### src/host_domain_cfg.svh
// Counter count, bus widths and the register map are fixed here; the map assumes word-aligned offsets
`ifndef HOST_DOMAIN_CFG_SVH
`define HOST_DOMAIN_CFG_SVH

// Event counters and their width
`define HD_NUM_COUNTERS 5
`define HD_CNT_WIDTH 32

// Config port widths
`define HD_LITE_AW 32
`define HD_LITE_DW 32

// Counter index of each event source
`define HD_EVT_RD_HIT 0
`define HD_EVT_RD_MISS 1
`define HD_EVT_WR_HIT 2
`define HD_EVT_WR_MISS 3
`define HD_EVT_DMA 4

// Register map, counter i at base plus 4*i
`define HD_REG_CNT_BASE 32'h0000_0000
`define HD_REG_ENABLE 32'h0000_0020
`define HD_REG_IRQ_STATUS 32'h0000_0024
`define HD_UNMAPPED_RDATA 32'hdeadf000

// Response codes
`define HD_RESP_OKAY 2'b00
`define HD_RESP_SLVERR 2'b10

`endif

### src/host_domain_pkg.sv
// Shared types of the host-domain slice; widths follow host_domain_cfg.svh and are not parameters

`include "host_domain_cfg.svh"

package host_domain_pkg;

  // One performance counter value
  typedef logic [`HD_CNT_WIDTH-1:0] cnt_t;

  // One bit per counter: events, enable mask, overflow status, strobes
  typedef logic [`HD_NUM_COUNTERS-1:0] evt_vec_t;

  // Config port address, data and response
  typedef logic [`HD_LITE_AW-1:0] lite_addr_t;
  typedef logic [`HD_LITE_DW-1:0] lite_data_t;
  typedef logic [1:0] lite_resp_t;

  // Kind of register an address decodes to
  typedef enum logic [1:0] {
    REG_COUNTER,
    REG_ENABLE,
    REG_IRQ_STATUS,
    REG_UNMAPPED
  } reg_kind_e;

endpackage

### src/rst_sync.sv
// Reset asserts asynchronously and releases on the second clk_i edge; rst_n_i needs no timing to clk_i

module rst_sync (
  input  logic clk_i,
  input  logic rst_n_i,
  output logic rst_n_o
);

  // Ones shift in after release, zeros on assert
  logic [1:0] sync_q;

  always_ff @(posedge clk_i or negedge rst_n_i) begin
    if (!rst_n_i) begin
      sync_q <= 2'b00;
    end else begin
      sync_q <= {sync_q[0], 1'b1};
    end
  end

  assign rst_n_o = sync_q[1];

endmodule

### src/edge_propagator_rx.sv
// Expects a four-phase level handshake on valid_i; a new request must wait for ack_o to fall

module edge_propagator_rx (
  input  logic clk_i,
  input  logic rst_n_i,
  input  logic valid_i,
  output logic ack_o,
  output logic valid_o
);

  // Two-flop synchronizer for the cluster level
  logic sync1_q;
  logic sync2_q;

  // Previous acknowledge, for rising-edge detection
  logic ack_prev_q;

  always_ff @(posedge clk_i or negedge rst_n_i) begin
    if (!rst_n_i) begin
      sync1_q <= 1'b0;
      sync2_q <= 1'b0;
    end else begin
      sync1_q <= valid_i;
      sync2_q <= sync1_q;
    end
  end

  always_ff @(posedge clk_i or negedge rst_n_i) begin
    if (!rst_n_i) begin
      ack_prev_q <= 1'b0;
    end else begin
      ack_prev_q <= sync2_q;
    end
  end

  // Synchronized level doubles as the acknowledge
  assign ack_o = sync2_q;

  // One pulse per handshake, on the first cycle of ack high
  assign valid_o = sync2_q & ~ack_prev_q;

endmodule

### src/pmu_counters.sv
// Counters wrap silently apart from the sticky status bit; a load beats an increment in the same cycle

`include "host_domain_cfg.svh"

module pmu_counters (
  input  logic                                             clk_i,
  input  logic                                             rst_n_i,
  input  host_domain_pkg::evt_vec_t                        evt_i,
  input  host_domain_pkg::evt_vec_t                        cnt_wr_i,
  input  logic                                             en_wr_i,
  input  host_domain_pkg::evt_vec_t                        irq_clr_i,
  input  host_domain_pkg::cnt_t                            wr_data_i,
  output host_domain_pkg::cnt_t [`HD_NUM_COUNTERS-1:0]     cnt_o,
  output host_domain_pkg::evt_vec_t                        enable_o,
  output host_domain_pkg::evt_vec_t                        ovf_status_o,
  output logic                                             irq_o
);

  import host_domain_pkg::*;

  cnt_t [`HD_NUM_COUNTERS-1:0] cnt_q;
  cnt_t [`HD_NUM_COUNTERS-1:0] cnt_d;
  evt_vec_t                    enable_q;
  evt_vec_t                    status_q;
  evt_vec_t                    status_d;

  // Per-counter increment and wrap
  evt_vec_t                    inc;
  evt_vec_t                    wrap;

  always_comb begin
    for (int i = 0; i < `HD_NUM_COUNTERS; i++) begin
      inc[i]  = evt_i[i] & enable_q[i];
      // A load in the same cycle cancels the increment, so no wrap either
      wrap[i] = inc[i] & ~cnt_wr_i[i] & (cnt_q[i] == '1);
      if (cnt_wr_i[i]) begin
        cnt_d[i] = wr_data_i;
      end else if (inc[i]) begin
        cnt_d[i] = cnt_q[i] + cnt_t'(1);
      end else begin
        cnt_d[i] = cnt_q[i];
      end
    end
  end

  // Set wins over clear on the same bit
  assign status_d = (status_q & ~irq_clr_i) | wrap;

  always_ff @(posedge clk_i or negedge rst_n_i) begin
    if (!rst_n_i) begin
      cnt_q <= '0;
    end else begin
      cnt_q <= cnt_d;
    end
  end

  always_ff @(posedge clk_i or negedge rst_n_i) begin
    if (!rst_n_i) begin
      enable_q <= '0;
    end else if (en_wr_i) begin
      enable_q <= wr_data_i[`HD_NUM_COUNTERS-1:0];
    end
  end

  always_ff @(posedge clk_i or negedge rst_n_i) begin
    if (!rst_n_i) begin
      status_q <= '0;
    end else begin
      status_q <= status_d;
    end
  end

  assign cnt_o        = cnt_q;
  assign enable_o     = enable_q;
  assign ovf_status_o = status_q;

  // Any sticky overflow raises the interrupt
  assign irq_o = |status_q;

endmodule

### src/lite_cfg_port.sv
// AW and W must arrive in the same cycle; no IDs, bursts or byte strobes, one transfer per channel

`include "host_domain_cfg.svh"

module lite_cfg_port (
  input  logic                                         clk_i,
  input  logic                                         rst_n_i,
  input  logic                                         aw_valid_i,
  output logic                                         aw_ready_o,
  input  host_domain_pkg::lite_addr_t                  aw_addr_i,
  input  logic                                         w_valid_i,
  output logic                                         w_ready_o,
  input  host_domain_pkg::lite_data_t                  w_data_i,
  output logic                                         b_valid_o,
  input  logic                                         b_ready_i,
  output host_domain_pkg::lite_resp_t                  b_resp_o,
  input  logic                                         ar_valid_i,
  output logic                                         ar_ready_o,
  input  host_domain_pkg::lite_addr_t                  ar_addr_i,
  output logic                                         r_valid_o,
  input  logic                                         r_ready_i,
  output host_domain_pkg::lite_data_t                  r_data_o,
  output host_domain_pkg::lite_resp_t                  r_resp_o,
  output host_domain_pkg::evt_vec_t                    cnt_wr_o,
  output logic                                         en_wr_o,
  output host_domain_pkg::evt_vec_t                    irq_clr_o,
  output host_domain_pkg::cnt_t                        wr_data_o,
  input  host_domain_pkg::cnt_t [`HD_NUM_COUNTERS-1:0] cnt_i,
  input  host_domain_pkg::evt_vec_t                    enable_i,
  input  host_domain_pkg::evt_vec_t                    ovf_status_i
);

  import host_domain_pkg::*;

  // Counter index width
  localparam int unsigned IDX_W = $clog2(`HD_NUM_COUNTERS);

  function automatic reg_kind_e decode_kind(lite_addr_t addr);
    lite_addr_t offset;
    offset = addr - lite_addr_t'(`HD_REG_CNT_BASE);
    if (offset < lite_addr_t'(4 * `HD_NUM_COUNTERS) && offset[1:0] == 2'b00) begin
      return REG_COUNTER;
    end else if (addr == lite_addr_t'(`HD_REG_ENABLE)) begin
      return REG_ENABLE;
    end else if (addr == lite_addr_t'(`HD_REG_IRQ_STATUS)) begin
      return REG_IRQ_STATUS;
    end
    return REG_UNMAPPED;
  endfunction

  // Only meaningful when the kind is REG_COUNTER
  function automatic logic [IDX_W-1:0] decode_idx(lite_addr_t addr);
    lite_addr_t offset;
    offset = addr - lite_addr_t'(`HD_REG_CNT_BASE);
    return offset[IDX_W+1:2];
  endfunction

  logic             b_valid_q;
  lite_resp_t       b_resp_q;
  logic             r_valid_q;
  lite_data_t       r_data_q;
  lite_resp_t       r_resp_q;

  logic             wr_fire;
  reg_kind_e        wr_kind;
  logic [IDX_W-1:0] wr_idx;
  logic             rd_fire;
  reg_kind_e        rd_kind;
  logic [IDX_W-1:0] rd_idx;
  lite_data_t       rd_data;

  assign wr_kind = decode_kind(aw_addr_i);
  assign wr_idx  = decode_idx(aw_addr_i);
  assign rd_kind = decode_kind(ar_addr_i);
  assign rd_idx  = decode_idx(ar_addr_i);

  // Back-pressure: no new request while a response waits
  assign aw_ready_o = ~b_valid_q;
  assign w_ready_o  = ~b_valid_q;
  assign ar_ready_o = ~r_valid_q;

  assign wr_fire = aw_valid_i & w_valid_i & ~b_valid_q;
  assign rd_fire = ar_valid_i & ~r_valid_q;

  // One strobe per accepted write, none for unmapped
  assign cnt_wr_o  = (wr_fire && wr_kind == REG_COUNTER) ? (evt_vec_t'(1) << wr_idx) : '0;
  assign en_wr_o   = wr_fire && wr_kind == REG_ENABLE;
  assign irq_clr_o = (wr_fire && wr_kind == REG_IRQ_STATUS) ?
                     w_data_i[`HD_NUM_COUNTERS-1:0] : '0;
  assign wr_data_o = cnt_t'(w_data_i);

  always_comb begin
    case (rd_kind)
      REG_COUNTER:    rd_data = lite_data_t'(cnt_i[rd_idx]);
      REG_ENABLE:     rd_data = lite_data_t'(enable_i);
      REG_IRQ_STATUS: rd_data = lite_data_t'(ovf_status_i);
      default:        rd_data = `HD_UNMAPPED_RDATA;
    endcase
  end

  // Write response
  always_ff @(posedge clk_i or negedge rst_n_i) begin
    if (!rst_n_i) begin
      b_valid_q <= 1'b0;
    end else if (wr_fire) begin
      b_valid_q <= 1'b1;
    end else if (b_ready_i) begin
      b_valid_q <= 1'b0;
    end
  end

  always_ff @(posedge clk_i) begin
    if (wr_fire) begin
      b_resp_q <= (wr_kind == REG_UNMAPPED) ? `HD_RESP_SLVERR : `HD_RESP_OKAY;
    end
  end

  // Read response, data taken before same-edge increments
  always_ff @(posedge clk_i or negedge rst_n_i) begin
    if (!rst_n_i) begin
      r_valid_q <= 1'b0;
    end else if (rd_fire) begin
      r_valid_q <= 1'b1;
    end else if (r_ready_i) begin
      r_valid_q <= 1'b0;
    end
  end

  always_ff @(posedge clk_i) begin
    if (rd_fire) begin
      r_data_q <= rd_data;
      r_resp_q <= (rd_kind == REG_UNMAPPED) ? `HD_RESP_SLVERR : `HD_RESP_OKAY;
    end
  end

  assign b_valid_o = b_valid_q;
  assign b_resp_o  = b_resp_q;
  assign r_valid_o = r_valid_q;
  assign r_data_o  = r_data_q;
  assign r_resp_o  = r_resp_q;

endmodule

### src/host_domain.sv
// Single clock domain only; LLC events are plain levels counted once per cycle while high

`include "host_domain_cfg.svh"

module host_domain (
  input  logic                        clk_i,
  input  logic                        rst_n_i,
  input  logic                        llc_read_hit_i,
  input  logic                        llc_read_miss_i,
  input  logic                        llc_write_hit_i,
  input  logic                        llc_write_miss_i,
  input  logic                        dma_pe_evt_valid_i,
  output logic                        dma_pe_evt_ack_o,
  output logic                        dma_pe_evt_o,
  output logic                        pmu_irq_o,
  input  logic                        aw_valid_i,
  output logic                        aw_ready_o,
  input  host_domain_pkg::lite_addr_t aw_addr_i,
  input  logic                        w_valid_i,
  output logic                        w_ready_o,
  input  host_domain_pkg::lite_data_t w_data_i,
  output logic                        b_valid_o,
  input  logic                        b_ready_i,
  output host_domain_pkg::lite_resp_t b_resp_o,
  input  logic                        ar_valid_i,
  output logic                        ar_ready_o,
  input  host_domain_pkg::lite_addr_t ar_addr_i,
  output logic                        r_valid_o,
  input  logic                        r_ready_i,
  output host_domain_pkg::lite_data_t r_data_o,
  output host_domain_pkg::lite_resp_t r_resp_o
);

  import host_domain_pkg::*;

  logic                        sys_rst_n;
  logic                        dma_evt;
  evt_vec_t                    evt;
  evt_vec_t                    cnt_wr;
  logic                        en_wr;
  evt_vec_t                    irq_clr;
  cnt_t                        wr_data;
  cnt_t [`HD_NUM_COUNTERS-1:0] cnt;
  evt_vec_t                    enable;
  evt_vec_t                    ovf_status;

  rst_sync i_rst_sync (
    .clk_i   ( clk_i     ),
    .rst_n_i ( rst_n_i   ),
    .rst_n_o ( sys_rst_n )
  );

  edge_propagator_rx i_ep_dma_pe_evt (
    .clk_i   ( clk_i              ),
    .rst_n_i ( sys_rst_n          ),
    .valid_i ( dma_pe_evt_valid_i ),
    .ack_o   ( dma_pe_evt_ack_o   ),
    .valid_o ( dma_evt            )
  );

  assign dma_pe_evt_o = dma_evt;

  // Event vector in counter order
  always_comb begin
    evt                  = '0;
    evt[`HD_EVT_RD_HIT]  = llc_read_hit_i;
    evt[`HD_EVT_RD_MISS] = llc_read_miss_i;
    evt[`HD_EVT_WR_HIT]  = llc_write_hit_i;
    evt[`HD_EVT_WR_MISS] = llc_write_miss_i;
    evt[`HD_EVT_DMA]     = dma_evt;
  end

  pmu_counters i_pmu_counters (
    .clk_i        ( clk_i      ),
    .rst_n_i      ( sys_rst_n  ),
    .evt_i        ( evt        ),
    .cnt_wr_i     ( cnt_wr     ),
    .en_wr_i      ( en_wr      ),
    .irq_clr_i    ( irq_clr    ),
    .wr_data_i    ( wr_data    ),
    .cnt_o        ( cnt        ),
    .enable_o     ( enable     ),
    .ovf_status_o ( ovf_status ),
    .irq_o        ( pmu_irq_o  )
  );

  lite_cfg_port i_lite_cfg_port (
    .clk_i        ( clk_i      ),
    .rst_n_i      ( sys_rst_n  ),
    .aw_valid_i   ( aw_valid_i ),
    .aw_ready_o   ( aw_ready_o ),
    .aw_addr_i    ( aw_addr_i  ),
    .w_valid_i    ( w_valid_i  ),
    .w_ready_o    ( w_ready_o  ),
    .w_data_i     ( w_data_i   ),
    .b_valid_o    ( b_valid_o  ),
    .b_ready_i    ( b_ready_i  ),
    .b_resp_o     ( b_resp_o   ),
    .ar_valid_i   ( ar_valid_i ),
    .ar_ready_o   ( ar_ready_o ),
    .ar_addr_i    ( ar_addr_i  ),
    .r_valid_o    ( r_valid_o  ),
    .r_ready_i    ( r_ready_i  ),
    .r_data_o     ( r_data_o   ),
    .r_resp_o     ( r_resp_o   ),
    .cnt_wr_o     ( cnt_wr     ),
    .en_wr_o      ( en_wr      ),
    .irq_clr_o    ( irq_clr    ),
    .wr_data_o    ( wr_data    ),
    .cnt_i        ( cnt        ),
    .enable_i     ( enable     ),
    .ovf_status_i ( ovf_status )
  );

endmodule

### config.mk
export PLATFORM = sky130hd
export DESIGN_NAME = host_domain
export DESIGN_NICKNAME = d
export VERILOG_FILES = /design/src/host_domain_pkg.sv /design/src/rst_sync.sv /design/src/edge_propagator_rx.sv /design/src/pmu_counters.sv /design/src/lite_cfg_port.sv /design/src/host_domain.sv
export VERILOG_INCLUDE_DIRS = /design/src
export SDC_FILE = /design/constraint.sdc
export NUM_CORES = 1
export LEC_CHECK = 0
export ABC_AREA = 1
export BUFFER_PORTS_ARGS = -buffer_cell sky130_fd_sc_hd__buf_2
export CORE_MARGIN = 4
export CORE_UTILIZATION = 40
export CTS_CLUSTER_SIZE = 12
export DETAILED_ROUTE_END_ITERATION = 8
export SLEW_MARGIN = 0
export SYNTH_ARGS = -nofsm -noshare
export SYNTH_HDL_FRONTEND = slang
export SYNTH_SLANG_ARGS = --single-unit
### constraint.sdc
create_clock -name clk_i -period 12.2 [get_ports clk_i]
set_input_delay 1.22 -clock clk_i [delete_from_list [all_inputs] [get_ports clk_i]]
set_output_delay 1.22 -clock clk_i [all_outputs]
set_load 0.02 [all_outputs]
* After elaboration in Yosys (flattened, before gate mapping)
Cells that the tools add are included.
** Operators by class
- Add/subtract/negate cells :: 5
- Bitwise operators :: 30
- Reductions and logical operators :: 17
- Eq/ne operators :: 15
- Multipliers :: 0
- $lt $le $gt $ge :: 3
- Shift-type cells :: 1
- Muxes and demuxes :: 35
- Divide/modulo/power cells :: 0
** Operators by type and width (number)
- $mux W32 :: 11
- $add A32 B1 Y32 const B :: 5
- $eq A32 B32 Y1 const B :: 5
- $eq A32 B6 Y1 const B :: 4
- $bmux W32 S3 :: 1
- $pmux W32 S3 :: 1
- $lt A32 B5 Y1 const B :: 2
- $mux W2 :: 10
- $and A1 B1 Y1 :: 19
- $reduce_bool A2 Y1 :: 7
- $mux W1 :: 10
- $mux W5 :: 2
- $eq A2 B2 Y1 const B :: 4
- $logic_not A2 Y1 :: 4
- $not A1 Y1 :: 8
- $and A5 B5 Y5 :: 1
- $logic_and A1 B1 Y1 :: 5
- $not A5 Y5 :: 1
- $or A5 B5 Y5 :: 1
- $reduce_or A5 Y1 :: 1
- $shl A1 B3 Y5 const A :: 1
- $eq A2 B1 Y1 const B :: 2
- $lt A3 B4 Y1 const B :: 1
** Word-level totals
- Memory bits (writable) :: 0
- Output and inout port bits :: 44
- Bits in read-only memories :: 0
- Register bits :: 213
- Memories kept :: 0
- Word-level logic and storage cells :: 122
- Input port bits :: 108
- Latch bits :: 0

* Longest topological paths before layout
Gate-level depths: netlist (run 1).
- Word-level depth :: 12
- Mapped depth :: 11
- Gate-level depth less buffers :: 11

* Modules after synthesis
A second synthesis (run 1) with hierarchy kept.
** Unflattened totals
- Cells, all modules :: 2403
- Area, all modules :: 15663.8 um^2
** Modules (own cells, without submodules)
- pmu_counters :: cells an instance 1893, area an instance 12109.1 um^2, instances 1, seq. area each 4254.1 um^2
- lite_cfg_port :: cells an instance 502, area an instance 3415.8 um^2, instances 1, seq. area each 1071.0 um^2
- edge_propagator_rx :: cells an instance 5, area an instance 85.1 um^2, instances 1, seq. area each 75.1 um^2
- rst_sync :: cells an instance 3, area an instance 53.8 um^2, instances 1, seq. area each 50.0 um^2

* Worst setup path after synthesis (run 1)
Ideal clock, no wire load.
- Path kind :: input to register
- From :: in ar_addr_i[7]
- To :: reg i_lite_cfg_port.r_data_q[19], in the netlist i_lite_cfg_port.r_data_o[19] (data pin)
- Required time :: 11.933 ns
- Path buffers :: 2
- Setup time :: 0.267 ns
- Arrival :: 2.338 ns
- Path slack :: 9.594 ns
- Stages :: 7
- Cells stage by stage :: or2_2 > nor3_1 > nand2_1 > buf_2 > nand2_2 > buf_4 > o21ai_0
** Between the ends
- Cells in the longest elaborated chain, start to end :: 7
- Elaborated cells on any way between the ends :: 14
- Those cells by class :: order compare (1); eq/ne (4); mux (7); reduce/logical (2)
** Ends and longest elaborated chain
- start: declaration :: RTL line host_domain.sv:27 : input host_domain_pkg::lite_addr_t ar_addr_i,
- parallel branches: the longest is 4 deep, another holds $lt A32 B5 Y1
- $mux W2 * :: RTL line lite_cfg_port.sv:48 : return REG_UNMAPPED;
- $eq A2 B2 Y1 (tied with other cells) :: RTL line lite_cfg_port.sv:93 : case (rd_kind)
- $pmux W32 S3 * :: RTL line lite_cfg_port.sv:93
- named net i_lite_cfg_port.rd_data[19] :: RTL line lite_cfg_port.sv:70 : lite_data_t rd_data;
- end signal: assignment :: RTL line lite_cfg_port.sv:131 : r_data_q <= rd_data;
- end: declaration :: RTL line lite_cfg_port.sv:61 : lite_data_t r_data_q;
Mark *: on every way through the listed nets, which the timed path passes.
A chain may end at the register's enable or synchronous reset.

* Worst setup path in the final report (run 1)
- From :: in ar_addr_i[2]
- To :: reg i_lite_cfg_port.r_data_q[2], in the netlist i_lite_cfg_port.r_data_o[2] (data pin)
** Between the ends
- Cells in the longest elaborated chain, start to end :: 7
- Elaborated cells on any way between the ends :: 16
- Those cells by class :: order compare (1); eq/ne (4); mux (9); reduce/logical (2)
** Ends and longest elaborated chain (RTL line)
- parallel branches: the longest is 6 deep, another holds $lt A32 B5 Y1
- $pmux W32 S3 * :: lite_cfg_port.sv:93
- named net i_lite_cfg_port.rd_data[2] :: lite_cfg_port.sv:70
Mark *: on every way through the listed nets, which the timed path passes. The select of a mux whose other input is x is not followed.

==> metrics.txt, run 1 <==
# TYPE chip_impl_metric gauge
chip_impl_info{name="outcome",value="finished, final reports clean"} 1
chip_impl_info{name="layout.cells.most_common",value="nand2_1"} 1
chip_impl_metric{name="die_y",unit="um"} 202
chip_impl_metric{name="worst_slew_pin_slew",unit="ps"} 1200
chip_impl_metric{name="relSlewSlack",unit="%"} 19.3
chip_impl_metric{name="drt_drc_violations_left",unit=""} 0
chip_impl_metric{name="maxCapViolCount",unit=""} 0
chip_impl_metric{name="pin_count_of_the_biggest_net_entering_global_routing",unit=""} 148
chip_impl_metric{name="worst_path_largest_cell_delay",unit="ps"} 1070
chip_impl_info{name="cts_tree",value="built"} 1
chip_impl_metric{name="cts_hold_bufs",unit=""} 0
chip_impl_metric{name="max_freq",unit="MHz"} 262
chip_impl_metric{name="n_antenna_cell",unit=""} 0
chip_impl_metric{name="area_used_by_multi_input_combinational_logic",unit="um2"} 8360
chip_impl_metric{name="dp.final_hpwl",unit="um"} 49600
chip_impl_metric{name="die-width",unit="um"} 202
chip_impl_metric{name="area_growth",unit="%"} 12.8
chip_impl_metric{name="route.final.wire_length",unit="um"} 66600
chip_impl_metric{name="post_synth_instance_area",unit="um2"} 15100
chip_impl_metric{name="avgSynthCellArea",unit="um2"} 6.50
chip_impl_metric{name="ys.warnings.count",unit=""} 0
chip_impl_metric{name="post_synth_inst_count",unit=""} 2319
chip_impl_metric{name="p_int",unit="W"} 0.00127
chip_impl_metric{name="first_global_vias",unit=""} 15300
chip_impl_info{name="crit_type",value="input port to register"} 1
chip_impl_metric{name="arrival",unit="ps"} 4130
chip_impl_info{name="critPathCaptureType",value="register"} 1
chip_impl_metric{name="total_switching_power",unit="W"} 0.000443
chip_impl_metric{name="power-per-cell-area",unit="nW/um2"} 101
chip_impl_metric{name="ys_ff_latch",unit=""} 211
chip_impl_metric{name="path_clk_slew",unit="ps"} 60
chip_impl_metric{name="setup_viol",unit=""} 0
chip_impl_metric{name="instances_no_fill",unit=""} 2944
chip_impl_metric{name="globalRoute.totalOverflow",unit=""} 0
chip_impl_metric{name="cts_post_setup_buffers_inserted",unit=""} 0
chip_impl_metric{name="globalRouteTotalUtil",unit="%"} 31.5
chip_impl_metric{name="fin_crit",unit="ps"} 3820
chip_impl_metric{name="pwr-share-seq",unit="%"} 42.4
chip_impl_metric{name="path_max_fanout",unit=""} 54
chip_impl_info{name="timing.hold.worst.class",value="register to asynchronous set/reset pin"} 1
chip_impl_metric{name="cp.required",unit="ps"} 12510
chip_impl_metric{name="io_pins",unit=""} 152
chip_impl_info{name="cp-startpoint",value="ar_addr_i[2]"} 1
chip_impl_metric{name="drv_slew",unit=""} 0
chip_impl_metric{name="finalHoldViolCount",unit=""} 0
chip_impl_metric{name="power.switching_fraction",unit="%"} 25.8
chip_impl_metric{name="numCtsBuffers",unit=""} 27
chip_impl_metric{name="finish.net_count",unit=""} 2533
chip_impl_metric{name="die_area",unit="um2"} 40900
chip_impl_metric{name="postRouteAntennaNets",unit=""} 0
chip_impl_metric{name="route.detailed.wl_per_inst",unit="um"} 22.6
chip_impl_metric{name="num_rows",unit=""} 70
chip_impl_info{name="root_buffer",value="clkbuf_16"} 1
chip_impl_metric{name="gp_routability_congestion",unit=""} 1.02
chip_impl_metric{name="register_area",unit="um2"} 5450
chip_impl_metric{name="final.setup.tns",unit="ps"} 0
chip_impl_metric{name="cts_num_sinks",unit=""} 211
chip_impl_metric{name="number_of_search_and_repair_iterations_in_the_first_detailed_routing_pass",unit=""} 6
chip_impl_info{name="grt_setup_unrepaired",value="no"} 1
chip_impl_metric{name="grt_pass1_wl",unit="um"} 97700
chip_impl_metric{name="via_count",unit=""} 16500
chip_impl_metric{name="h-tree-depth",unit=""} 1
chip_impl_metric{name="max-vdd-ir-drop",unit="mV"} 0.0872
chip_impl_info{name="rr_startpoint",value="i_pmu_counters.enable_o[0]"} 1
chip_impl_metric{name="part_of_the_yosys_area_used_for_sequential_elements",unit="%"} 36.1
chip_impl_metric{name="finalClockSkew",unit="ps"} 14.2
chip_impl_metric{name="postcts_resize_cnt",unit=""} 0
chip_impl_metric{name="port_buffers",unit=""} 149
chip_impl_metric{name="floorplan.initialDensity",unit="%"} 40.9
chip_impl_metric{name="r2r_cells",unit=""} 8
chip_impl_metric{name="final.period_utilization",unit="%"} 31.3
chip_impl_info{name="layout.cells.most_common_list",value="nand2_1, nand3_1, nor2_1, inv_1, dfrtp_1"} 1
chip_impl_metric{name="ys_types",unit=""} 45
chip_impl_metric{name="post-route-util",unit="%"} 46.1
chip_impl_metric{name="dp_cell_count",unit=""} 2895
chip_impl_metric{name="clock_insertion_delay_at_the_later_pin_of_the_skew_report",unit="ps"} 560
chip_impl_metric{name="clk_path_buf_depth",unit=""} 3
chip_impl_metric{name="n_fill_cell",unit=""} 3887
chip_impl_info{name="worst_setup_path_start_kind",value="input port"} 1
chip_impl_metric{name="power_leakage",unit="nW"} 7.78
chip_impl_info{name="critical-path-slowest-cell",value="clkinv_1"} 1
chip_impl_info{name="crit_top_cell",value="nand2_1"} 1
chip_impl_metric{name="core_region_area",unit="um2"} 36900
chip_impl_metric{name="pwr-share-comb",unit="%"} 7.7
chip_impl_metric{name="p_clk_share",unit="%"} 49.9
chip_impl_metric{name="detail_route.iter0.violations",unit=""} 1738
chip_impl_metric{name="via_per_inst",unit=""} 5.59
chip_impl_metric{name="antenna_found_initial",unit=""} 2
chip_impl_metric{name="drive_gt1_share",unit="%"} 10.4
chip_impl_info{name="list_of_cells_traversed_by_the_critical_path",value="buf_2, buf_4, nor2_4, clkinv_1, or2_2, o2111ai_1, nand2_1, nand2_1, nand3_1"} 1
[state kept, by name, summed over array words and instances (netlist names)]
signal	cells
i_pmu_counters.ovf_status_o	5
i_pmu_counters.cnt_o	160
i_lite_cfg_port.b_resp_o	1
i_lite_cfg_port.r_resp_o	1
i_ep_dma_pe_evt.ack_prev_q	1
i_lite_cfg_port.b_valid_o	1
i_lite_cfg_port.r_data_o	32
i_lite_cfg_port.r_valid_o	1
i_ep_dma_pe_evt.ack_o	1
i_rst_sync.sync_q	2
i_ep_dma_pe_evt.sync1_q	1
i_pmu_counters.enable_o	5
[per-layer routing]
layer | vias to the layer above | wire (um) | track usage (%)
met2 | 780 | 30100 | 50.7
met5 | - | 24 | 0
li1 | 7784 | - | -
met4 | 4 | 3860 | 15.0
met1 | 7749 | 26700 | 40.2
met3 | 149 | 5870 | 7.11
[metrics by stage]
step           worst slack (ps)  total power [W]  hold WS, ps  instance area (um2)
6_report                   8380          0.00172          271                17000
5_1_grt                    8160          0.00176          314                17000
4_1_cts                    8430          0.00173          293                17000
3_5_place_dp               7830         0.000871          289                16100
3_3_place_gp               7920         0.000869          286                16100
2_1_floorplan              6900         0.000797          331                15100
[cells by family after synthesis]
family	after synthesis	synth area share, %
xor gates and xnor gates	44	2.55
and+or+nand+nor	1514	43.2
buffers and inverters	301	8.52
AOI/OAI and AO/OA	242	9.12
DFF	211	36.1
adders and majority gates	5	0.415
other	2	0.0498
[power by group through the flow]
stage,Clock (W),Sequential (W),Combinational [W]
2_1_floorplan,0,0.000753,0.0000446
3_3_place_gp,0,0.000742,0.000127
3_5_place_dp,0,0.000742,0.000129
4_1_cts,0.000869,0.000729,0.000129
5_1_grt,0.000895,0.000729,0.000139
6_report,0.000857,0.000729,0.000131
[critical path: cells and delay by family]
kind                   cells  cell delay [ps]
AO/OA/AOI/OAI              1               80
buffers and inverters      3             1450
AND/OR/NAND/NOR            5             1370
[worst paths after layout]
check / end / slack [ps]
setup / recovery: i_lite_cfg_port.r_data_o[2] / 8380
hold / removal: i_pmu_counters.cnt_o[96] / 270
setup reg to reg: i_pmu_counters.cnt_o[9] / 9390
hold reg to reg: i_pmu_counters.cnt_o[96] / 270
max in group asynchronous: i_pmu_counters.cnt_o[156] / 10650
min in group clk_i: i_rst_sync.sync_q[1] / 350
[synthesized netlist by cell type (all sizes together)]
cell type	number	area [um2]
a41oi	1	8.76
edfxtp	34	1020
o21bai	6	45.0
buf	47	332
or2	11	68.8
nand4	45	288
o221ai	21	184
a21oi	67	347
nand2	738	2780
o2111ai	7	61.3
xnor2	8	70.1
dfrtp	177	4430
a211oi	6	45.0
xor2	36	315
ha	5	62.6
nand3	346	1770
o21a	1	7.51
o211ai	3	22.5
a21o	1	7.51
and3	1	6.26
conb	2	7.51
inv	207	777
nor3	23	115
nand3b	26	195
o22ai	2	12.5
and2	1	6.26
clkinv	3	11.3
nor2	323	1290
o21ai	127	636
clkbuf	44	165
[layout make-up]
cell class / count / area share [%]
multi-input cells: 1808 / 49.1
repair buffers: 162 / 5.03
clock inverters: 10 / 0.905
clock buffers: 39 / 4.53
inverters: 210 / 4.63
well taps: 504 / 3.71
flip-flops and latches: 211 / 32.1
Note: power is estimated with default switching activity, not from simulation.
==> run 2: changes to the inputs <==
==> constraint.sdc (replaced) <==
create_clock -name clk_i -period 3.3 [get_ports clk_i]
set_input_delay 0.33 -clock clk_i [delete_from_list [all_inputs] [get_ports clk_i]]
set_output_delay 0.33 -clock clk_i [all_outputs]
set_load 0.02 [all_outputs]
==> run 2 against run 1 <==
Register-to-register slack got worse by 8400 ps. Via count increased by 1.3%. Largest cell class unchanged. Combinational power increased to 3.9 times the previous value. Highest routed layer unchanged. Largest power group unchanged. Critical path type is now register to register. Flip-flop and latch count unchanged.
==> metrics.txt, run 2 (synthesis gave the netlist of run 1 again) <==
# TYPE chip_impl_metric gauge
chip_impl_metric{name="pin_count_of_the_biggest_net_entering_global_routing",unit=""} 100
chip_impl_metric{name="power_leakage",unit="nW"} 7.86
chip_impl_metric{name="path_max_fanout",unit=""} 16
chip_impl_metric{name="final.period_utilization",unit="%"} 68.7
chip_impl_info{name="worst_setup_path_start_kind",value="register"} 1
chip_impl_metric{name="postRouteAntennaNets",unit=""} 0
chip_impl_info{name="timing.hold.worst.class",value="input port to register"} 1
chip_impl_metric{name="globalRouteTotalUtil",unit="%"} 30.8
chip_impl_metric{name="final.setup.tns",unit="ps"} 0
chip_impl_metric{name="r2r_cells",unit=""} 6
chip_impl_metric{name="die_y",unit="um"} 202
chip_impl_metric{name="gp_routability_congestion",unit=""} 1.07
chip_impl_metric{name="min_path_cells",unit=""} 3
chip_impl_metric{name="floorplan.initialDensity",unit="%"} 40.9
chip_impl_metric{name="largest_reg_flops",unit=""} 160
chip_impl_metric{name="die-width",unit="um"} 202
chip_impl_metric{name="io_pins",unit=""} 152
chip_impl_info{name="layout.cells.most_common_list",value="nand2_1, nand3_1, nor2_1, inv_1, dfrtp_1"} 1
chip_impl_metric{name="worst_slew_pin_slew",unit="ps"} 739
chip_impl_info{name="root_buffer",value="clkbuf_16"} 1
chip_impl_metric{name="max-vdd-ir-drop",unit="mV"} 0.355
chip_impl_metric{name="route.detailed.wl_per_inst",unit="um"} 22.0
chip_impl_metric{name="n_fill_cell",unit=""} 3912
chip_impl_metric{name="dp.final_hpwl",unit="um"} 49200
chip_impl_info{name="crit_type",value="register to register"} 1
chip_impl_metric{name="finalHoldViolCount",unit=""} 0
chip_impl_metric{name="post_dp_cell_area",unit="um2"} 16300
chip_impl_info{name="crit_top_cell",value="inv_2"} 1
chip_impl_info{name="cts_tree",value="built"} 1
chip_impl_metric{name="worstSetupPathDepth",unit=""} 6
chip_impl_info{name="rr_startpoint",value="i_lite_cfg_port.b_valid_o"} 1
chip_impl_metric{name="relSlewSlack",unit="%"} 50.5
chip_impl_metric{name="numCtsBuffers",unit=""} 27
chip_impl_metric{name="cts_hold_bufs",unit=""} 5
chip_impl_metric{name="core_region_area",unit="um2"} 36900
chip_impl_metric{name="cts_post_setup_buffers_inserted",unit=""} 0
chip_impl_metric{name="cp.required",unit="ps"} 3720
chip_impl_metric{name="drt_drc_violations_left",unit=""} 0
chip_impl_metric{name="cts_num_sinks",unit=""} 211
chip_impl_info{name="end_point_of_the_most_critical_hold_path",value="i_pmu_counters.cnt_o[132]"} 1
chip_impl_info{name="grt_setup_unrepaired",value="no"} 1
chip_impl_metric{name="fin_crit",unit="ps"} 2270
chip_impl_metric{name="die_area",unit="um2"} 40900
chip_impl_metric{name="globalRoute.totalOverflow",unit=""} 0
chip_impl_metric{name="num_rows",unit=""} 70
chip_impl_metric{name="detail_route.iter0.violations",unit=""} 1747
chip_impl_metric{name="post-route-util",unit="%"} 46.5
chip_impl_metric{name="drv_slew",unit=""} 0
chip_impl_metric{name="clk_path_buf_depth",unit=""} 3
chip_impl_metric{name="first_global_vias",unit=""} 15500
chip_impl_metric{name="arrival",unit="ps"} 2680
chip_impl_info{name="rr_endpoint",value="i_pmu_counters.cnt_o[71]"} 1
chip_impl_info{name="list_of_cells_traversed_by_the_critical_path",value="inv_2, nand3_1, inv_2, nand4_2, inv_2, o21ai_0"} 1
chip_impl_metric{name="design_power_total",unit="W"} 0.00605
chip_impl_metric{name="setup_viol",unit=""} 0
chip_impl_metric{name="path_clk_slew",unit="ps"} 50
chip_impl_info{name="critical-path-slowest-cell",value="nand4_2"} 1
chip_impl_metric{name="ff2ff_setup_slack",unit="ps"} 1030
chip_impl_metric{name="power-per-cell-area",unit="nW/um2"} 353
chip_impl_metric{name="via_count",unit=""} 16700
chip_impl_metric{name="clock_insertion_delay_at_the_later_pin_of_the_skew_report",unit="ps"} 560
chip_impl_metric{name="maxCapViolCount",unit=""} 0
chip_impl_metric{name="final_design_area_no_fill",unit="um2"} 17100
chip_impl_info{name="critical_path.top_delay_family",value="buffers and inverters"} 1
chip_impl_metric{name="route.final.wire_length",unit="um"} 65300
chip_impl_info{name="outcome",value="finished, final reports clean"} 1
chip_impl_metric{name="finish.net_count",unit=""} 2559
chip_impl_metric{name="finalClockSkew",unit="ps"} 17.9
chip_impl_metric{name="antenna_found_initial",unit=""} 2
chip_impl_metric{name="postcts_resize_cnt",unit=""} 0
chip_impl_metric{name="h-tree-depth",unit=""} 1
chip_impl_metric{name="port_buffers",unit=""} 149
chip_impl_metric{name="worst_path_largest_cell_delay",unit="ps"} 520
chip_impl_metric{name="grt_pass1_wl",unit="um"} 96400
chip_impl_metric{name="max_freq",unit="MHz"} 441
chip_impl_info{name="hold_path.startpoint",value="w_data_i[4]"} 1
chip_impl_metric{name="area_growth",unit="%"} 13.7
chip_impl_metric{name="via_per_inst",unit=""} 5.62
chip_impl_metric{name="drive_gt1_share",unit="%"} 10.9
chip_impl_metric{name="critical_path.n_buffers_inverters",unit=""} 3
chip_impl_metric{name="number_of_search_and_repair_iterations_in_the_first_detailed_routing_pass",unit=""} 8
chip_impl_info{name="critPathCaptureType",value="register"} 1
chip_impl_info{name="layout.cells.most_common",value="nand2_1"} 1
[run 2: worst min-delay path, stage by stage]
cell and delay, ps:
buf_2 120, o21ai_0 90, inv_1 50
[run 2: metal layers]
layer | wire, um | part of all wire [%] | global-route usage, % | vias to the layer above
met5 | 7 | 0.011 | 0 | -
met4 | 4050 | 6.2 | 15.4 | 2
met3 | 5630 | 8.6 | 5.45 | 202
met2 | 29200 | 45 | 49.3 | 820
met1 | 26400 | 40 | 40.3 | 7825
li1 | - | - | - | 7831
[run 2: power breakdown]
group	switching, W	internal, W
Sequential	0.0000123	0.00267
Combinational	0.000377	0.000129
Clock	0.00120	0.00166
Total	0.00159	0.00446
[run 2: layout make-up]
class	instances	area, um2	share of cell area (%)
clock inverter	8	65.1	0.379
clock buffer	39	761	4.44
sequential	211	5450	31.8
antenna	1	2.50	0.0146
inverter	210	788	4.60
timing repair buffer	188	1090	6.35
tap	504	631	3.68
multi-input combinational	1808	8360	48.7
[run 2: worst max-delay path by stage]
stage / startpoint / to / slack [ps]
detailed placement: ar_addr_i[2] / i_lite_cfg_port.r_data_o[26] / 980
CTS: i_lite_cfg_port.b_valid_o / i_pmu_counters.cnt_o[71] / 1030
finish: i_lite_cfg_port.b_valid_o / i_pmu_counters.cnt_o[71] / 1030
floorplan: i_rst_sync.sync_q[1] / i_ep_dma_pe_evt.ack_o / 380
global route: i_lite_cfg_port.b_valid_o / i_pmu_counters.cnt_o[95] / 860
global placement: i_lite_cfg_port.b_valid_o / i_pmu_counters.cnt_o[71] / 1030
[run 2: stage by stage]
step	hold slack, ps	std cells	worst slack, ps
finish	70.2	2969	1030
global route	84.7	2968	865
CTS	50.4	2968	1030
detailed placement	117	2916	982
global placement	116	2916	1030
floorplan	34.4	2320	376
==> run 3: changes to the inputs <==
==> constraint.sdc (replaced) <==
create_clock -name clk_i -period 2.25 [get_ports clk_i]
set_input_delay 0.225 -clock clk_i [delete_from_list [all_inputs] [get_ports clk_i]]
set_output_delay 0.225 -clock clk_i [all_outputs]
set_load 0.02 [all_outputs]
==> run 3 against run 2 <==
Flip-flop and latch count unchanged. Critical path type unchanged. Clock power is 48% higher. First-iteration DRC count decreased by 0.23%. Global-route usage down 0.83 points. Highest routed layer is now met4. Count of clock-buffer cells in the layout is the same. Via count barely moved. Sequential share of layout area shrank 0.66 points.
==> metrics.txt, run 3 (synthesis gave the netlist of run 1 again) <==
# TYPE chip_impl_metric gauge
chip_impl_metric{name="gp_routability_congestion",unit=""} 1.03
chip_impl_metric{name="max_freq",unit="MHz"} 471
chip_impl_metric{name="finalHoldViolCount",unit=""} 0
chip_impl_metric{name="io_pins",unit=""} 152
chip_impl_metric{name="grt_pass1_wl",unit="um"} 94800
chip_impl_metric{name="maxCapViolCount",unit=""} 0
chip_impl_metric{name="power_leakage",unit="nW"} 8.08
chip_impl_metric{name="finalClockSkew",unit="ps"} 11.2
chip_impl_metric{name="dp.final_hpwl",unit="um"} 48300
chip_impl_metric{name="drive_gt1_share",unit="%"} 12.2
chip_impl_metric{name="number_of_search_and_repair_iterations_in_the_first_detailed_routing_pass",unit=""} 6
chip_impl_metric{name="n_fill_cell",unit=""} 3870
chip_impl_metric{name="clk_path_buf_depth",unit=""} 3
chip_impl_info{name="crit_type",value="register to register"} 1
chip_impl_metric{name="instances_no_fill",unit=""} 3012
chip_impl_metric{name="die_area",unit="um2"} 40900
chip_impl_metric{name="arrival",unit="ps"} 2570
chip_impl_info{name="layout.cells.most_common",value="nand2_1"} 1
chip_impl_metric{name="floorplan.initialDensity",unit="%"} 40.9
chip_impl_metric{name="postRouteAntennaNets",unit=""} 0
chip_impl_metric{name="area_growth",unit="%"} 16.1
chip_impl_metric{name="die-width",unit="um"} 202
chip_impl_metric{name="clock_insertion_delay_at_the_later_pin_of_the_skew_report",unit="ps"} 570
chip_impl_metric{name="min_path_cells",unit=""} 3
chip_impl_metric{name="cts_post_setup_buffers_inserted",unit=""} 0
chip_impl_metric{name="drt_drc_violations_left",unit=""} 0
chip_impl_metric{name="n_antenna_cell",unit=""} 0
chip_impl_metric{name="path_clk_slew",unit="ps"} 60
chip_impl_metric{name="numCtsBuffers",unit=""} 27
chip_impl_metric{name="fin_crit",unit="ps"} 2120
chip_impl_metric{name="first_global_vias",unit=""} 15700
chip_impl_metric{name="globalRouteTotalUtil",unit="%"} 30.0
chip_impl_metric{name="setup_viol",unit=""} 0
chip_impl_metric{name="path_max_fanout",unit=""} 5
chip_impl_info{name="outcome",value="finished, final reports clean"} 1
chip_impl_metric{name="relSlewSlack",unit="%"} 44.8
chip_impl_metric{name="cp.required",unit="ps"} 2700
chip_impl_info{name="grt_setup_unrepaired",value="no"} 1
chip_impl_metric{name="via_per_inst",unit=""} 5.54
chip_impl_metric{name="drv_slew",unit=""} 0
chip_impl_metric{name="finish.net_count",unit=""} 2600
chip_impl_info{name="cts_tree",value="built"} 1
chip_impl_metric{name="dp_cell_count",unit=""} 2954
chip_impl_metric{name="route.detailed.wl_per_inst",unit="um"} 21.0
chip_impl_metric{name="port_buffers",unit=""} 149
chip_impl_metric{name="die_y",unit="um"} 202
chip_impl_metric{name="max-vdd-ir-drop",unit="mV"} 0.455
chip_impl_metric{name="antenna_found_initial",unit=""} 0
chip_impl_metric{name="via_count",unit=""} 16700
chip_impl_metric{name="globalRoute.totalOverflow",unit=""} 0
chip_impl_metric{name="cts_num_sinks",unit=""} 211
chip_impl_metric{name="post-route-util",unit="%"} 47.5
chip_impl_info{name="layout.cells.most_common_list",value="nand2_1, nand3_1, nor2_1, inv_1, dfrtp_1"} 1
chip_impl_info{name="timing.hold.worst.class",value="input port to register"} 1
chip_impl_metric{name="design_power_total",unit="W"} 0.00894
chip_impl_metric{name="largest_reg_flops",unit=""} 160
chip_impl_metric{name="detail_route.iter0.violations",unit=""} 1743
chip_impl_metric{name="h-tree-depth",unit=""} 1
chip_impl_metric{name="num_rows",unit=""} 70
chip_impl_metric{name="route.final.wire_length",unit="um"} 63300
chip_impl_metric{name="worst_slew_pin_slew",unit="ps"} 821
chip_impl_metric{name="pin_count_of_the_biggest_net_entering_global_routing",unit=""} 67
chip_impl_metric{name="power-per-cell-area",unit="nW/um2"} 511
chip_impl_metric{name="final.period_utilization",unit="%"} 94.3
chip_impl_info{name="critPathCaptureType",value="register"} 1
chip_impl_metric{name="r2r_cells",unit=""} 8
chip_impl_info{name="worst_setup_path_start_kind",value="register"} 1
chip_impl_info{name="root_buffer",value="clkbuf_16"} 1
chip_impl_metric{name="core_region_area",unit="um2"} 36900
==> run 3: repair_timing <==
item	4_1_cts	5_1_grt
endpoints found under the setup margin	0	6
hold buffers	8	0
endpoints found under the hold margin	7	0
resized for setup	0	2
==> run 3: metrics by stage <==
step           TNS [ps]  area [um2]  worst slack [ps]  hold WS (ps)
6_report              0       17500               128          8.94
5_1_grt               0       17500              5.06          12.6
4_1_cts               0       17500              88.3          1.57
3_5_place_dp      -42.3       16600             -19.3          13.1
3_3_place_gp          0       16600              37.8          10.1
2_1_floorplan         0       15100               426         -70.6
==> run 3: metal layers <==
layer | wire [um] | vias up | share of wire [%] | global-route usage (%)
met3 | 5230 | 182 | 8.3 | 4.62
met5 | 0 | - | 0 | 0
met2 | 28900 | 803 | 46 | 48.8
met1 | 25600 | 7794 | 40 | 39.3
met4 | 3610 | 0 | 5.7 | 14.3
li1 | - | 7902 | - | -
==> run 3: final timing paths <==
check                                               from                         to  slack (ps)
worst max register to register  i_pmu_counters.cnt_o[33]   i_pmu_counters.cnt_o[50]         130
worst max-delay path            i_pmu_counters.cnt_o[33]   i_pmu_counters.cnt_o[50]         130
worst min-delay path                         w_data_i[9]   i_pmu_counters.cnt_o[41]           9
max in group asynchronous           i_rst_sync.sync_q[1]   i_pmu_counters.cnt_o[54]        1280
min in group asynchronous           i_rst_sync.sync_q[1]  i_pmu_counters.cnt_o[101]         240
worst min register to register      i_rst_sync.sync_q[1]  i_pmu_counters.cnt_o[101]         240
==> run 3: worst max-delay path: stages (launching register included) <==
cell and delay [ps]:
dfrtp_1 520, ha_2 320, nand3_1 240, nor3_1 220
nand3_1 250, nor2_1 230, nand3_1 90, nand2_1 60
o21ai_1 50
==> run 3: layout make-up <==
cell class / count / area (um2) / share of cell area [%]
inverter: 210 / 788 / 4.50
tap: 504 / 631 / 3.60
multi-input combinational: 1808 / 8370 / 47.8
clock buffer: 39 / 751 / 4.29
clock inverter: 11 / 91.3 / 0.522
timing repair buffer: 229 / 1430 / 8.16
sequential: 211 / 5450 / 31.1
==> run 3: report_power, final <==
part           leakage, nW  internal, W  switching, W
combinational         5.17     0.000207      0.000566
clock                0.409      0.00243       0.00180
sequential            2.50      0.00392     0.0000212
total                 8.08      0.00655       0.00239
